--- src/hw/camera_params.svh ---
`ifndef CAMERA_PARAMS_SVH
`define CAMERA_PARAMS_SVH

// Raw Bayer pixel from the byte to pixel stage
`define CAMERA_PIXEL_WIDTH 10

// One colour channel of a metering result
`define CAMERA_METER_WIDTH 8

`define CAMERA_COORD_WIDTH 12

`define CAMERA_APB_ADDR_WIDTH 8
`define CAMERA_APB_DATA_WIDTH 32

// Metering window sides, powers of two
`define CAMERA_CENTER_WINDOW 16
`define CAMERA_AVERAGE_WINDOW 64

`endif

--- src/hw/camera_apb_pkg.sv ---
`include "camera_params.svh"

package camera_apb_pkg;

    typedef logic [`CAMERA_APB_ADDR_WIDTH-1:0] apb_addr_t;
    typedef logic [`CAMERA_APB_DATA_WIDTH-1:0] apb_data_t;

    // Byte offsets of the register map
    typedef enum logic [`CAMERA_APB_ADDR_WIDTH-1:0] {
        crop_x_start  = 8'h00,
        crop_x_end    = 8'h04,
        crop_y_start  = 8'h08,
        crop_y_end    = 8'h0C,
        center_meter  = 8'h10,  // Read only from here on
        average_meter = 8'h14,
        brightness    = 8'h18,
        frame_count   = 8'h1C
    } camera_reg_e;

endpackage

--- src/hw/camera_pixel_pkg.sv ---
`include "camera_params.svh"

package camera_pixel_pkg;

    typedef logic [`CAMERA_PIXEL_WIDTH-1:0] pixel_t;
    typedef logic [`CAMERA_COORD_WIDTH-1:0] coord_t;
    typedef logic [`CAMERA_METER_WIDTH-1:0] meter_t;

    // Encoded as {row parity, column parity} of an RGGB site
    typedef enum logic [1:0] {
        red     = 2'b00,
        green_r = 2'b01,
        green_b = 2'b10,
        blue    = 2'b11
    } bayer_color_e;

    typedef enum logic {
        wait_frame,
        accumulate
    } meter_state_e;

endpackage

--- src/hw/bayer_metering.sv ---
`timescale 1ns/1ps
`include "camera_params.svh"

module bayer_metering
    import camera_pixel_pkg::*;
#(
    parameter int WINDOW_SIZE = `CAMERA_CENTER_WINDOW
) (
    input  logic   mipi_byte_clock,
    input  logic   mipi_byte_reset_n,

    input  pixel_t pixel_i,
    input  logic   line_valid_i,
    input  logic   frame_valid_i,

    input  coord_t width_i,
    input  coord_t height_i,

    output meter_t red_o,
    output meter_t green_o,
    output meter_t blue_o,
    output logic   meter_valid_o
);

    localparam int     WINDOW_LOG2 = $clog2(WINDOW_SIZE);
    localparam int     SUM_WIDTH   = `CAMERA_PIXEL_WIDTH + 2 * WINDOW_LOG2;
    localparam coord_t WINDOW      = coord_t'(WINDOW_SIZE);

    meter_state_e           state;
    bayer_color_e           color;
    coord_t                 x_count;
    coord_t                 y_count;
    coord_t                 x_offset;
    coord_t                 y_offset;
    logic                   line_valid_q;
    logic                   in_window;
    logic [SUM_WIDTH-1:0]   pixel_wide;
    logic [SUM_WIDTH-1:0]   red_add;
    logic [SUM_WIDTH-1:0]   green_add;
    logic [SUM_WIDTH-1:0]   blue_add;
    logic [SUM_WIDTH-1:0]   red_sum;
    logic [SUM_WIDTH-1:0]   green_sum;
    logic [SUM_WIDTH-1:0]   blue_sum;

    assign x_offset = (width_i - WINDOW) >> 1;  // Centered in the crop
    assign y_offset = (height_i - WINDOW) >> 1;

    assign in_window = line_valid_i &&
                       (x_count >= x_offset) && (x_count < x_offset + WINDOW) &&
                       (y_count >= y_offset) && (y_count < y_offset + WINDOW);

    assign color      = bayer_color_e'({y_count[0], x_count[0]});
    assign pixel_wide = {{(SUM_WIDTH - `CAMERA_PIXEL_WIDTH){1'b0}}, pixel_i};

    always_comb begin
        red_add   = '0;
        green_add = '0;
        blue_add  = '0;
        if (in_window) begin
            case (color)
                red:              red_add   = pixel_wide;
                green_r, green_b: green_add = pixel_wide;
                blue:             blue_add  = pixel_wide;
                default:          red_add   = '0;
            endcase
        end
    end

    always_ff @(posedge mipi_byte_clock or negedge mipi_byte_reset_n) begin
        if (!mipi_byte_reset_n) begin
            x_count      <= '0;
            y_count      <= '0;
            line_valid_q <= 1'b0;
        end else begin
            line_valid_q <= line_valid_i;
            x_count      <= line_valid_i ? x_count + 1'b1 : '0;
            if (!frame_valid_i) begin
                y_count <= '0;
            end else if (line_valid_q && !line_valid_i) begin
                y_count <= y_count + 1'b1;
            end
        end
    end

    // Red and blue each cover a quarter of the window, green half of it
    always_ff @(posedge mipi_byte_clock or negedge mipi_byte_reset_n) begin
        if (!mipi_byte_reset_n) begin
            state         <= wait_frame;
            red_sum       <= '0;
            green_sum     <= '0;
            blue_sum      <= '0;
            red_o         <= '0;
            green_o       <= '0;
            blue_o        <= '0;
            meter_valid_o <= 1'b0;
        end else begin
            meter_valid_o <= 1'b0;
            case (state)
                wait_frame: begin
                    red_sum   <= red_add;  // Fresh start, may hold the first pixel
                    green_sum <= green_add;
                    blue_sum  <= blue_add;
                    if (frame_valid_i) begin
                        state <= accumulate;
                    end
                end
                accumulate: begin
                    red_sum   <= red_sum + red_add;
                    green_sum <= green_sum + green_add;
                    blue_sum  <= blue_sum + blue_add;
                    if (!frame_valid_i) begin
                        red_o         <= red_sum[2 * WINDOW_LOG2 +: `CAMERA_METER_WIDTH];
                        green_o       <= green_sum[2 * WINDOW_LOG2 + 1 +: `CAMERA_METER_WIDTH];
                        blue_o        <= blue_sum[2 * WINDOW_LOG2 +: `CAMERA_METER_WIDTH];
                        meter_valid_o <= 1'b1;
                        state         <= wait_frame;
                    end
                end
                default: state <= wait_frame;
            endcase
        end
    end

endmodule

--- src/hw/camera_apb_regs.sv ---
`timescale 1ns/1ps
`include "camera_params.svh"

module camera_apb_regs
    import camera_pixel_pkg::*;
    import camera_apb_pkg::*;
(
    input  logic      mipi_byte_clock,
    input  logic      mipi_byte_reset_n,

    input  apb_addr_t paddr_i,
    input  logic      psel_i,
    input  logic      penable_i,
    input  logic      pwrite_i,
    input  apb_data_t pwdata_i,
    output apb_data_t prdata_o,
    output logic      pready_o,
    output logic      pslverr_o,

    output coord_t    x_start_o,
    output coord_t    x_end_o,
    output coord_t    y_start_o,
    output coord_t    y_end_o,

    input  meter_t    center_red_i,
    input  meter_t    center_green_i,
    input  meter_t    center_blue_i,
    input  meter_t    average_red_i,
    input  meter_t    average_green_i,
    input  meter_t    average_blue_i,
    input  logic      meter_valid_i
);

    localparam int     TRIPLET_WIDTH = 3 * `CAMERA_METER_WIDTH;
    localparam int     SUM_WIDTH     = `CAMERA_METER_WIDTH + 3;  // Six values
    localparam coord_t DEFAULT_END   = coord_t'(`CAMERA_AVERAGE_WINDOW);

    logic [TRIPLET_WIDTH-1:0] center_q;
    logic [TRIPLET_WIDTH-1:0] average_q;
    logic [SUM_WIDTH-1:0]     meter_sum;
    meter_t                   brightness_q;
    apb_data_t                frame_count_q;
    camera_reg_e              reg_sel;
    logic                     access;

    assign access    = psel_i && penable_i;
    assign reg_sel   = camera_reg_e'(paddr_i);
    assign pready_o  = access;  // No wait states
    assign pslverr_o = 1'b0;

    assign meter_sum = SUM_WIDTH'(center_red_i) + SUM_WIDTH'(center_green_i) +
                       SUM_WIDTH'(center_blue_i) + SUM_WIDTH'(average_red_i) +
                       SUM_WIDTH'(average_green_i) + SUM_WIDTH'(average_blue_i);

    always_ff @(posedge mipi_byte_clock or negedge mipi_byte_reset_n) begin
        if (!mipi_byte_reset_n) begin
            x_start_o     <= '0;
            x_end_o       <= DEFAULT_END;
            y_start_o     <= '0;
            y_end_o       <= DEFAULT_END;
            center_q      <= '0;
            average_q     <= '0;
            brightness_q  <= '0;
            frame_count_q <= '0;
        end else begin
            if (access && pwrite_i) begin
                case (reg_sel)
                    crop_x_start: x_start_o <= pwdata_i[`CAMERA_COORD_WIDTH-1:0];
                    crop_x_end:   x_end_o   <= pwdata_i[`CAMERA_COORD_WIDTH-1:0];
                    crop_y_start: y_start_o <= pwdata_i[`CAMERA_COORD_WIDTH-1:0];
                    crop_y_end:   y_end_o   <= pwdata_i[`CAMERA_COORD_WIDTH-1:0];
                    default: ;  // Read only or unmapped
                endcase
            end

            if (meter_valid_i) begin
                center_q      <= {center_red_i, center_green_i, center_blue_i};
                average_q     <= {average_red_i, average_green_i, average_blue_i};
                brightness_q  <= meter_t'(meter_sum / SUM_WIDTH'(6));
                frame_count_q <= frame_count_q + 1'b1;
            end
        end
    end

    always_comb begin
        prdata_o = '0;
        if (access && !pwrite_i) begin
            case (reg_sel)
                crop_x_start:  prdata_o = apb_data_t'(x_start_o);
                crop_x_end:    prdata_o = apb_data_t'(x_end_o);
                crop_y_start:  prdata_o = apb_data_t'(y_start_o);
                crop_y_end:    prdata_o = apb_data_t'(y_end_o);
                center_meter:  prdata_o = apb_data_t'(center_q);
                average_meter: prdata_o = apb_data_t'(average_q);
                brightness:    prdata_o = apb_data_t'(brightness_q);
                frame_count:   prdata_o = frame_count_q;
                default:       prdata_o = '0;
            endcase
        end
    end

endmodule

--- src/hw/camera_top.sv ---
`timescale 1ns/1ps
`include "camera_params.svh"

module camera_top
    import camera_pixel_pkg::*;
    import camera_apb_pkg::*;
(
    input  logic      mipi_byte_clock,
    input  logic      mipi_byte_reset_n,

    input  pixel_t    pixel_i,
    input  logic      line_valid_i,
    input  logic      frame_valid_i,

    input  apb_addr_t paddr_i,
    input  logic      psel_i,
    input  logic      penable_i,
    input  logic      pwrite_i,
    input  apb_data_t pwdata_i,
    output apb_data_t prdata_o,
    output logic      pready_o,
    output logic      pslverr_o
);

    coord_t x_start;
    coord_t x_end;
    coord_t y_start;
    coord_t y_end;
    coord_t crop_width;
    coord_t crop_height;

    pixel_t cropped_pixel;
    logic   cropped_line_valid;
    logic   cropped_frame_valid;

    meter_t center_red;
    meter_t center_green;
    meter_t center_blue;
    meter_t average_red;
    meter_t average_green;
    meter_t average_blue;
    logic   center_valid;

    // Crop applies the same even rounding to the starts
    assign crop_width  = x_end - {x_start[`CAMERA_COORD_WIDTH-1:1], 1'b0};
    assign crop_height = y_end - {y_start[`CAMERA_COORD_WIDTH-1:1], 1'b0};

    pixel_crop pan_crop (
        .mipi_byte_clock   (mipi_byte_clock),
        .mipi_byte_reset_n (mipi_byte_reset_n),
        .pixel_i           (pixel_i),
        .line_valid_i      (line_valid_i),
        .frame_valid_i     (frame_valid_i),
        .x_start_i         (x_start),
        .x_end_i           (x_end),
        .y_start_i         (y_start),
        .y_end_i           (y_end),
        .pixel_o           (cropped_pixel),
        .line_valid_o      (cropped_line_valid),
        .frame_valid_o     (cropped_frame_valid)
    );

    bayer_metering #(
        .WINDOW_SIZE (`CAMERA_CENTER_WINDOW)
    ) center_metering (
        .mipi_byte_clock   (mipi_byte_clock),
        .mipi_byte_reset_n (mipi_byte_reset_n),
        .pixel_i           (cropped_pixel),
        .line_valid_i      (cropped_line_valid),
        .frame_valid_i     (cropped_frame_valid),
        .width_i           (crop_width),
        .height_i          (crop_height),
        .red_o             (center_red),
        .green_o           (center_green),
        .blue_o            (center_blue),
        .meter_valid_o     (center_valid)
    );

    bayer_metering #(
        .WINDOW_SIZE (`CAMERA_AVERAGE_WINDOW)
    ) average_metering (
        .mipi_byte_clock   (mipi_byte_clock),
        .mipi_byte_reset_n (mipi_byte_reset_n),
        .pixel_i           (cropped_pixel),
        .line_valid_i      (cropped_line_valid),
        .frame_valid_i     (cropped_frame_valid),
        .width_i           (crop_width),
        .height_i          (crop_height),
        .red_o             (average_red),
        .green_o           (average_green),
        .blue_o            (average_blue),
        .meter_valid_o     ()  // Pulses with center_valid
    );

    camera_apb_regs apb_regs (
        .mipi_byte_clock   (mipi_byte_clock),
        .mipi_byte_reset_n (mipi_byte_reset_n),
        .paddr_i           (paddr_i),
        .psel_i            (psel_i),
        .penable_i         (penable_i),
        .pwrite_i          (pwrite_i),
        .pwdata_i          (pwdata_i),
        .prdata_o          (prdata_o),
        .pready_o          (pready_o),
        .pslverr_o         (pslverr_o),
        .x_start_o         (x_start),
        .x_end_o           (x_end),
        .y_start_o         (y_start),
        .y_end_o           (y_end),
        .center_red_i      (center_red),
        .center_green_i    (center_green),
        .center_blue_i     (center_blue),
        .average_red_i     (average_red),
        .average_green_i   (average_green),
        .average_blue_i    (average_blue),
        .meter_valid_i     (center_valid)
    );

endmodule

--- src/hw/pixel_crop.sv ---
`timescale 1ns/1ps
`include "camera_params.svh"

module pixel_crop
    import camera_pixel_pkg::*;
(
    input  logic   mipi_byte_clock,
    input  logic   mipi_byte_reset_n,

    input  pixel_t pixel_i,
    input  logic   line_valid_i,
    input  logic   frame_valid_i,

    input  coord_t x_start_i,
    input  coord_t x_end_i,
    input  coord_t y_start_i,
    input  coord_t y_end_i,

    output pixel_t pixel_o,
    output logic   line_valid_o,
    output logic   frame_valid_o
);

    coord_t x_count;
    coord_t y_count;
    coord_t x_first;
    coord_t y_first;
    logic   line_valid_q;
    logic   in_window;

    // Even start keeps the RGGB phase
    assign x_first = {x_start_i[`CAMERA_COORD_WIDTH-1:1], 1'b0};
    assign y_first = {y_start_i[`CAMERA_COORD_WIDTH-1:1], 1'b0};

    assign in_window = line_valid_i &&
                       (x_count >= x_first) && (x_count < x_end_i) &&
                       (y_count >= y_first) && (y_count < y_end_i);

    // Position of the pixel currently on pixel_i
    always_ff @(posedge mipi_byte_clock or negedge mipi_byte_reset_n) begin
        if (!mipi_byte_reset_n) begin
            x_count      <= '0;
            y_count      <= '0;
            line_valid_q <= 1'b0;
        end else begin
            line_valid_q <= line_valid_i;

            if (line_valid_i) begin
                x_count <= x_count + 1'b1;
            end else begin
                x_count <= '0;  // Restart for next line
            end

            if (!frame_valid_i) begin
                y_count <= '0;
            end else if (line_valid_q && !line_valid_i) begin
                y_count <= y_count + 1'b1;  // End of a line
            end
        end
    end

    always_ff @(posedge mipi_byte_clock or negedge mipi_byte_reset_n) begin
        if (!mipi_byte_reset_n) begin
            line_valid_o  <= 1'b0;
            frame_valid_o <= 1'b0;
        end else begin
            line_valid_o  <= in_window;
            frame_valid_o <= frame_valid_i;  // Same delay as the pixels
        end
    end

    always_ff @(posedge mipi_byte_clock) begin
        pixel_o <= pixel_i;
    end

endmodule

--- config.mk ---
export PLATFORM = sky130hd
export DESIGN_NAME = camera_top
export DESIGN_NICKNAME = d
export VERILOG_FILES = /design/src/hw/camera_apb_pkg.sv /design/src/hw/camera_pixel_pkg.sv /design/src/hw/bayer_metering.sv /design/src/hw/camera_apb_regs.sv /design/src/hw/camera_top.sv /design/src/hw/pixel_crop.sv
export VERILOG_INCLUDE_DIRS = /design/src /design/src/hw
export SDC_FILE = /design/constraint.sdc
export NUM_CORES = 1
export LEC_CHECK = 0
export ABC_AREA = 0
export BUFFER_PORTS_ARGS = -buffer_cell sky130_fd_sc_hd__clkbuf_2
export CORE_ASPECT_RATIO = 0.9
export CORE_MARGIN = 1
export CORE_UTILIZATION = 57
export DETAILED_ROUTE_END_ITERATION = 6
export GPL_TIMING_DRIVEN = 0
export PLACE_DENSITY = 0.88
export SKIP_LAST_GASP = 1
export SLEW_MARGIN = 25
export SYNTH_ARGS = -nofsm -noshare
export SYNTH_HDL_FRONTEND = slang
export SYNTH_SLANG_ARGS = --single-unit
--- constraint.sdc ---
create_clock -name mipi_byte_clock -period 6.9 [get_ports mipi_byte_clock]
set_input_delay 0.69 -clock mipi_byte_clock [delete_from_list [all_inputs] [get_ports mipi_byte_clock]]
set_output_delay 0.69 -clock mipi_byte_clock [all_outputs]
set_load 0.02 [all_outputs]
Word level (Yosys, flattened, before mapping)
Index checks and enable logic that the tools add are counted.
Widths: inputs -> output; s select.
Operators by class
  divide/modulo/power cells: 1
  equal/unequal tests: 15
  $add $sub $neg: 28
  reduce and logical (&&, ||, !) cells: 30
  order comparisons: 12
  bitwise gates (word level): 2
  muxes and demuxes: 32
Operators by type and width (count)
  $pmux 32 s8: 1
  $pmux 22 s2: 3
  $mux 10: 12
  $mux 12: 9
  $pmux 18 s2: 3
  $add 12x1->12 const B: 6
  $lt 12x12->1: 6
  $add 22x22->22: 3
  $add 18x18->18: 3
  $ge 12x11->1: 4
  $add 11x8->11: 4
  $add 32x1->32 const B: 1
  $eq 8x5->1 const B: 4
  $mux 32: 1
  $add 11x5->12 const B: 2
  $add 11x7->12 const B: 2
  $ge 12x12->1: 2
  $sub 12x12->12: 2
  $sub 12x5->12 const B: 2
  $sub 12x7->12 const B: 2
  $logic_and 1x1->1: 17
  $eq 8x4->1 const B: 2
  $div 11x3->11 const B: 1
  $reduce_and 2->1: 5
  11 further kinds: 23
Storage, ports and cells
  input port bits: 57
  logic and storage cells: 153
  bits in registers: 392

Longest topological paths before layout
  depth after elaboration: 10
  gate-level depth with buffers: 39

Cells and area by module
A second synthesis with hierarchy kept.
Unflattened totals
  cell total of the unflattened synthesis: 2670
  area total of the unflattened synthesis: 26121.3 sq um
Modules (own cells, without submodules)
  camera_apb_regs: area an instance 8086.5 sq um, instances 1, sequential area each 3405.8 sq um, cells an instance 715
  bayer_metering at average_metering: area an instance 7608.5 sq um, instances 1, sequential area each 2802.7 sq um, cells an instance 815
  bayer_metering at center_metering: area an instance 6939.2 sq um, instances 1, sequential area each 2502.4 sq um, cells an instance 735
  pixel_crop: area an instance 2531.2 sq um, instances 1, sequential area each 875.8 sq um, cells an instance 271
  camera_top: area an instance 955.9 sq um, instances 1, sequential area each 0.0 sq um, cells an instance 134

Worst setup path before layout
Ideal clock, no wire load.
  path type: register to register
  start: register apb_regs.x_end_o[1]
  end: register average_metering.green_sum[18]
  slack: -0.408 ns
  library setup time: 0.119 ns
  arrival: 7.189 ns
  stages on the path, launching flop included: 39
  data required time: 6.781 ns
  period minus slack after synthesis: 7.308 ns
  cell sequence: dfrtp_1 -> inv_1 -> ha_1 -> inv_1 -> fa_1 -> nand2_1 -> nand2_1 -> a21oi_1 -> o21ai_0 -> a21oi_1 -> o21bai_1 -> a21oi_1 -> xnor2_1 -> nor4_1 -> nand2_1 -> xnor2_1 -> or3b_2 -> ha_1 -> [... 3 more ...] -> a2111oi_2 -> clkbuf_1 -> and3_1 -> ha_1 -> inv_1 -> fa_1 -> nor2b_1 -> o21ai_0 -> a21boi_0 -> o21ai_0 -> a21boi_0 -> o21ai_0 -> a21boi_0 -> o21ai_0 -> a21boi_0 -> nand4_1 -> xnor2_1 -> and2_1
Between the ends
  longest elaborated chain between the ends: 10
  elaborated cells between the ends (all ways): 12
RTL lines
  start, declared: line camera_apb_regs.sv:21  | output coord_t x_end_o,
  start signal, assigned: line camera_apb_regs.sv:69  | crop_x_end: x_end_o <= pwdata_i[`CAMERA_COORD_WIDTH-1:0];
  $sub 12x12->12 (*): line camera_top.sv:45  | assign crop_width = x_end - {x_start[`CAMERA_COORD_WIDTH-1:1], 1'b0};
  $sub 12x7->12 (*): line bayer_metering.sv:45  | assign x_offset = (width_i - WINDOW) >> 1;
  $add 11x7->12 / $ge 12x11->1 (equally long branches): line bayer_metering.sv:49  | (x_count >= x_offset) && (x_count < x_offset + WINDOW) &&
  $lt 12x12->1 / $logic_and 1x1->1 (equally long branches): line bayer_metering.sv:49, bayer_metering.sv:48
  $logic_and 1x1->1 (*) (2 in series): line bayer_metering.sv:49
  $logic_and 1x1->1 (*): line bayer_metering.sv:50  | (y_count >= y_offset) && (y_count < y_offset + WINDOW);
  $mux 10 (*): line bayer_metering.sv:59  | if (in_window) begin
  $add 22x22->22 (*): line bayer_metering.sv:109  | green_sum <= green_sum + green_add;
  $pmux 22 s2 (*): line bayer_metering.sv:98  | case (state)
  end signal, assigned: line bayer_metering.sv:101  | green_sum <= green_add;
  end signal, assigned: line bayer_metering.sv:109
  end, declared: line bayer_metering.sv:42  | logic [SUM_WIDTH-1:0] green_sum;
Every way passes the cells marked *; elsewhere a longest branch is shown, timed or not.
A chain may end at the register's enable or synchronous reset.

Worst setup path in the final report
  start: register apb_regs.y_end_o[1]
  end: register center_metering.red_sum[15]
Between the ends
  longest elaborated chain between the ends: 8
  elaborated cells between the ends (all ways): 10
RTL lines
  start, declared: line camera_apb_regs.sv:23  | output coord_t y_end_o,
  start signal, assigned: line camera_apb_regs.sv:71  | crop_y_end: y_end_o <= pwdata_i[`CAMERA_COORD_WIDTH-1:0];
  $sub 12x12->12 (*): line camera_top.sv:46  | assign crop_height = y_end - {y_start[`CAMERA_COORD_WIDTH-1:1], 1'b0};
  $sub 12x5->12 (*): line bayer_metering.sv:46  | assign y_offset = (height_i - WINDOW) >> 1;
  $add 11x5->12 / $ge 12x11->1 (equally long branches): line bayer_metering.sv:50
  $lt 12x12->1 / $logic_and 1x1->1 (equally long branches): line bayer_metering.sv:50, bayer_metering.sv:49
  $logic_and 1x1->1 (*): line bayer_metering.sv:50
  $mux 10 (*): line bayer_metering.sv:59
  $add 18x18->18 (*): line bayer_metering.sv:108  | red_sum <= red_sum + red_add;
  $pmux 18 s2 (*): line bayer_metering.sv:98
  end signal, assigned: line bayer_metering.sv:100  | red_sum <= red_add;
  end signal, assigned: line bayer_metering.sv:108
  end, declared: line bayer_metering.sv:41  | logic [SUM_WIDTH-1:0] red_sum;
Marked as above.

==> results.toml <==
[run_status]
status = "finished, violations left"
violations = "DRC, setup timing"

[timing]
setup_violations = 60
worst_pin_slew_ns = 0.863
clock_skew_ns = 0.0230
drv_slew = 0
rsz0062_at_grt = "yes"
final.setup.worst_slack_ns = -0.603
hold_violations = 0
relSlewSlack = 0.425
fmax_mhz = 133
min_period_ns = 7.50
fin_crit_sh = 1.09
hold_slack_ns = 0.0729
fin_tns_setup_ns = -17.48

[yosys]
synthXorXnorAreaFrac = 0.0764
ys_types = 78
muxShareOfSynthArea = 0.0630
synth_ff_type = "dfrtp_1"
synth_area_sq_um = 25100
synth_nets = 2891
synth-seq-area-share = 0.379
yosys.area_share.simple = 0.157
synth_fa_ha_area_frac = 0.144
synthArstFlopShare = 0.974
synth_top_family_by_area = "simple AND/OR/NAND/NOR gates"
ys.warnings.count = 0
ys_ff_latch = 382
syn_avg_cell_area_sq_um = 9.79
syn_inst = 2565
yosysTopAreaCellShare = 0.369
netlist_top_cells_area = "dfrtp_1, ha_1, mux2_2, xnor2_1, inv_1"
synth-compound-area-share = 0.132
synth_edf_count = 0
synth_top_area_cell = "dfrtp_1"

[routing]
vias_per_cell = 6.57
wl_per_cell_microns = 23.1
drtAntennaViolNets = 0
wirelength_microns = 78900
drt-initial-drc-count = 2815
route.vias.total = 22400
firstDrtPassIters = 7
drc_errors = 5

[power]
ir_worst_vdd_mv = 0.190
power.density_nw_per_um2 = 178
power.total_mw = 5.39
p_leak_nw = 14.7

[clocking]
clk_path_buf_depth = 3
clock_latency_ns = 0.57
clkTransAtPathRegs_ns = 0.07
cts_sinks = 382
cts.hold.buffers_added = 0
tritoncts = "yes"
htreeDepth = 2
cts_inserted_buffers = 41
clockRootBuffer = "clkbuf_16"

[layout]
stdcell_count = 3409
fin_nets = 3148
drive_above_1_share = 0.236
postLayoutCoreUtil = 0.701
multi_input_comb_area_sq_um = 15800
syn_to_final_growth_pct = 20.7
fin_area_sq_um = 30300
diodes = 0
seqCellArea_sq_um = 9510
fillers = 2655

[placed_design]
placed_cells = 3193
placed_area_sq_um = 26300
place_ws_ns = -1.48
gp_congestion = 0.958
hpwl_microns = 48800
port_buffers = 69

[job]
max-cap-violations = 0

[setup_path]
start_kind = "flop"
max_stage_delay_ns = 0.65
crit_required_ns = 7.35
worstPathArrival_ns = 7.95
worstSetupPathType = "flop to flop"
r2r_cells = 39
path_max_fanout = 10
end_kind = "flop"
r2r_start = "apb_regs.y_end_o[1]"
r2r-end = "center_metering.red_sum[15]"
crit_top_cell = "buf_4"
cp-startpoint = "apb_regs.y_end_o[1]"
slowest_stage = "a2111oi_4"
crit_path_end = "center_metering.red_sum[15]"
reg2reg_setup_slack_ns = -0.60

[global_routing]
grt_pass1_vias = 21700
grt_antenna_before_repair = 0
grt_use_total = 0.318
grt_max_degree = 95
grt_overflow = 0
grt_pass1_wl_microns = 114000

[die]
ios = 91
dieArea_sq_um = 44900
initial_core_util = 0.581
fp.coreArea_sq_um = 43200
die_x_microns = 223
die_h_microns = 201
rows = 72

[hold_path]
hold_class = "primary input to async pin"
==> power by group <==
group	leakage (nW)	switching (mW)	internal, mW
sequential	5.13	0.0546	2.28
combinational	8.85	0.378	0.233
clock	0.708	1.00	1.44
total	14.7	1.44	3.95
==> cells in the final DEF (no fill, tap or decap), types with 35 or more instances in the layout <==
cell type / instances
buf_4: 135
ha_1: 217
a21o_1: 48
and3_1: 57
clkbuf_2: 72
and2_1: 99
nand2_1: 162
nor2_1: 95
a21oi_1: 54
dfrtp_1: 368
a22o_1: 36
inv_1: 200
nand3_1: 84
a21oi_2: 35
clkbuf_16: 42
nand2b_1: 39
clkbuf_1: 77
xnor2_1: 138
xor2_1: 56
o21ai_0: 65
mux2_2: 125
==> cells by family (layout without fill, tap and decap cells) <==
kind of cell,Yosys count,count (layout)
buffers and inverters,317,606
AND/OR/NAND/NOR,748,748
other,1,1
adder cells (fa/ha/maj),269,269
multiplexers,142,142
AO/OA/AOI/OAI,487,487
XOR/XNOR,219,219
flip-flops,382,382
==> how the worst min path moves through the flow <==
stage	cells past startpoint	endpoint	slack (ns)	start
finish	1	center_metering.x_count[10]	0.07	mipi_byte_reset_n
floorplan	0	average_metering.line_valid_q	0.35	pan_crop.line_valid_o
global placement	0	average_metering.line_valid_q	0.39	pan_crop.line_valid_o
global route	1	average_metering.x_count[2]	0.10	mipi_byte_reset_n
detailed placement	0	average_metering.line_valid_q	0.39	pan_crop.line_valid_o
CTS	1	average_metering.x_count[2]	0.08	mipi_byte_reset_n
==> worst max-delay path, delay by kind of cell (launching register included) <==
family | cells | cell delay [ns]
AO/OA/AOI/OAI | 15 | 3.00
XOR/XNOR | 3 | 0.41
adder cells (fa/ha/maj) | 4 | 1.04
buffers and inverters | 8 | 1.39
flip-flops | 1 | 0.40
AND/OR/NAND/NOR | 9 | 1.14
==> synth_stat cells, drive strengths merged (14+ instances only) <==
master / n
nand3: 95
a21oi: 94
fa: 33
a21o: 48
mux2: 126
o21ai: 115
or3: 16
a22oi: 32
o41ai: 27
and2: 99
nor3b: 14
nor2: 99
ha: 236
mux2i: 16
nor3: 45
a22o: 36
a21boi: 25
dfrtp: 370
and3: 60
nor2b: 37
nand4: 27
buf: 23
nand2b: 42
a222oi: 16
clkbuf: 81
inv: 212
o21a: 21
xor2: 60
xnor2: 159
nand2: 171
==> metal layers <==
layer	wire length [microns]	vias up	track usage	share of wire
li1	-	9510	-	-
met5	0	-	0	0
met4	4920	0	0.127	0.062
met2	36800	1514	0.530	0.47
met1	29400	10900	0.413	0.37
met3	7760	475	0.0540	0.098
==> what timing repair did <==
action	4_1_cts	5_1_grt
setup endpoints to repair	82	75
cloned	0	1
setup buffers	76	64
resized for setup	184	190
pin swaps	95	116
==> sequential cells by signal (all words and copies together), names as in the netlist, 16 cells and up <==
register,cells
apb_regs.center_q,24
average_metering.blue_sum,20
center_metering.red_sum,16
apb_regs.average_q,24
average_metering.red_sum,20
apb_regs.frame_count_q,32
average_metering.green_sum,21
center_metering.green_sum,17
center_metering.blue_sum,16
==> cell type report <==
class | instances | share of cell area
Tap cell | 555 | 0.0229
Multi-Input combinational cell | 1866 | 0.521
Inverter | 213 | 0.0264
Timing Repair Buffer | 214 | 0.0515
Clock buffer | 57 | 0.0392
Sequential cell | 382 | 0.314
Buffer | 104 | 0.0162
Clock inverter | 18 | 0.00892
Note: power is estimated with default switching activity, not from simulation.
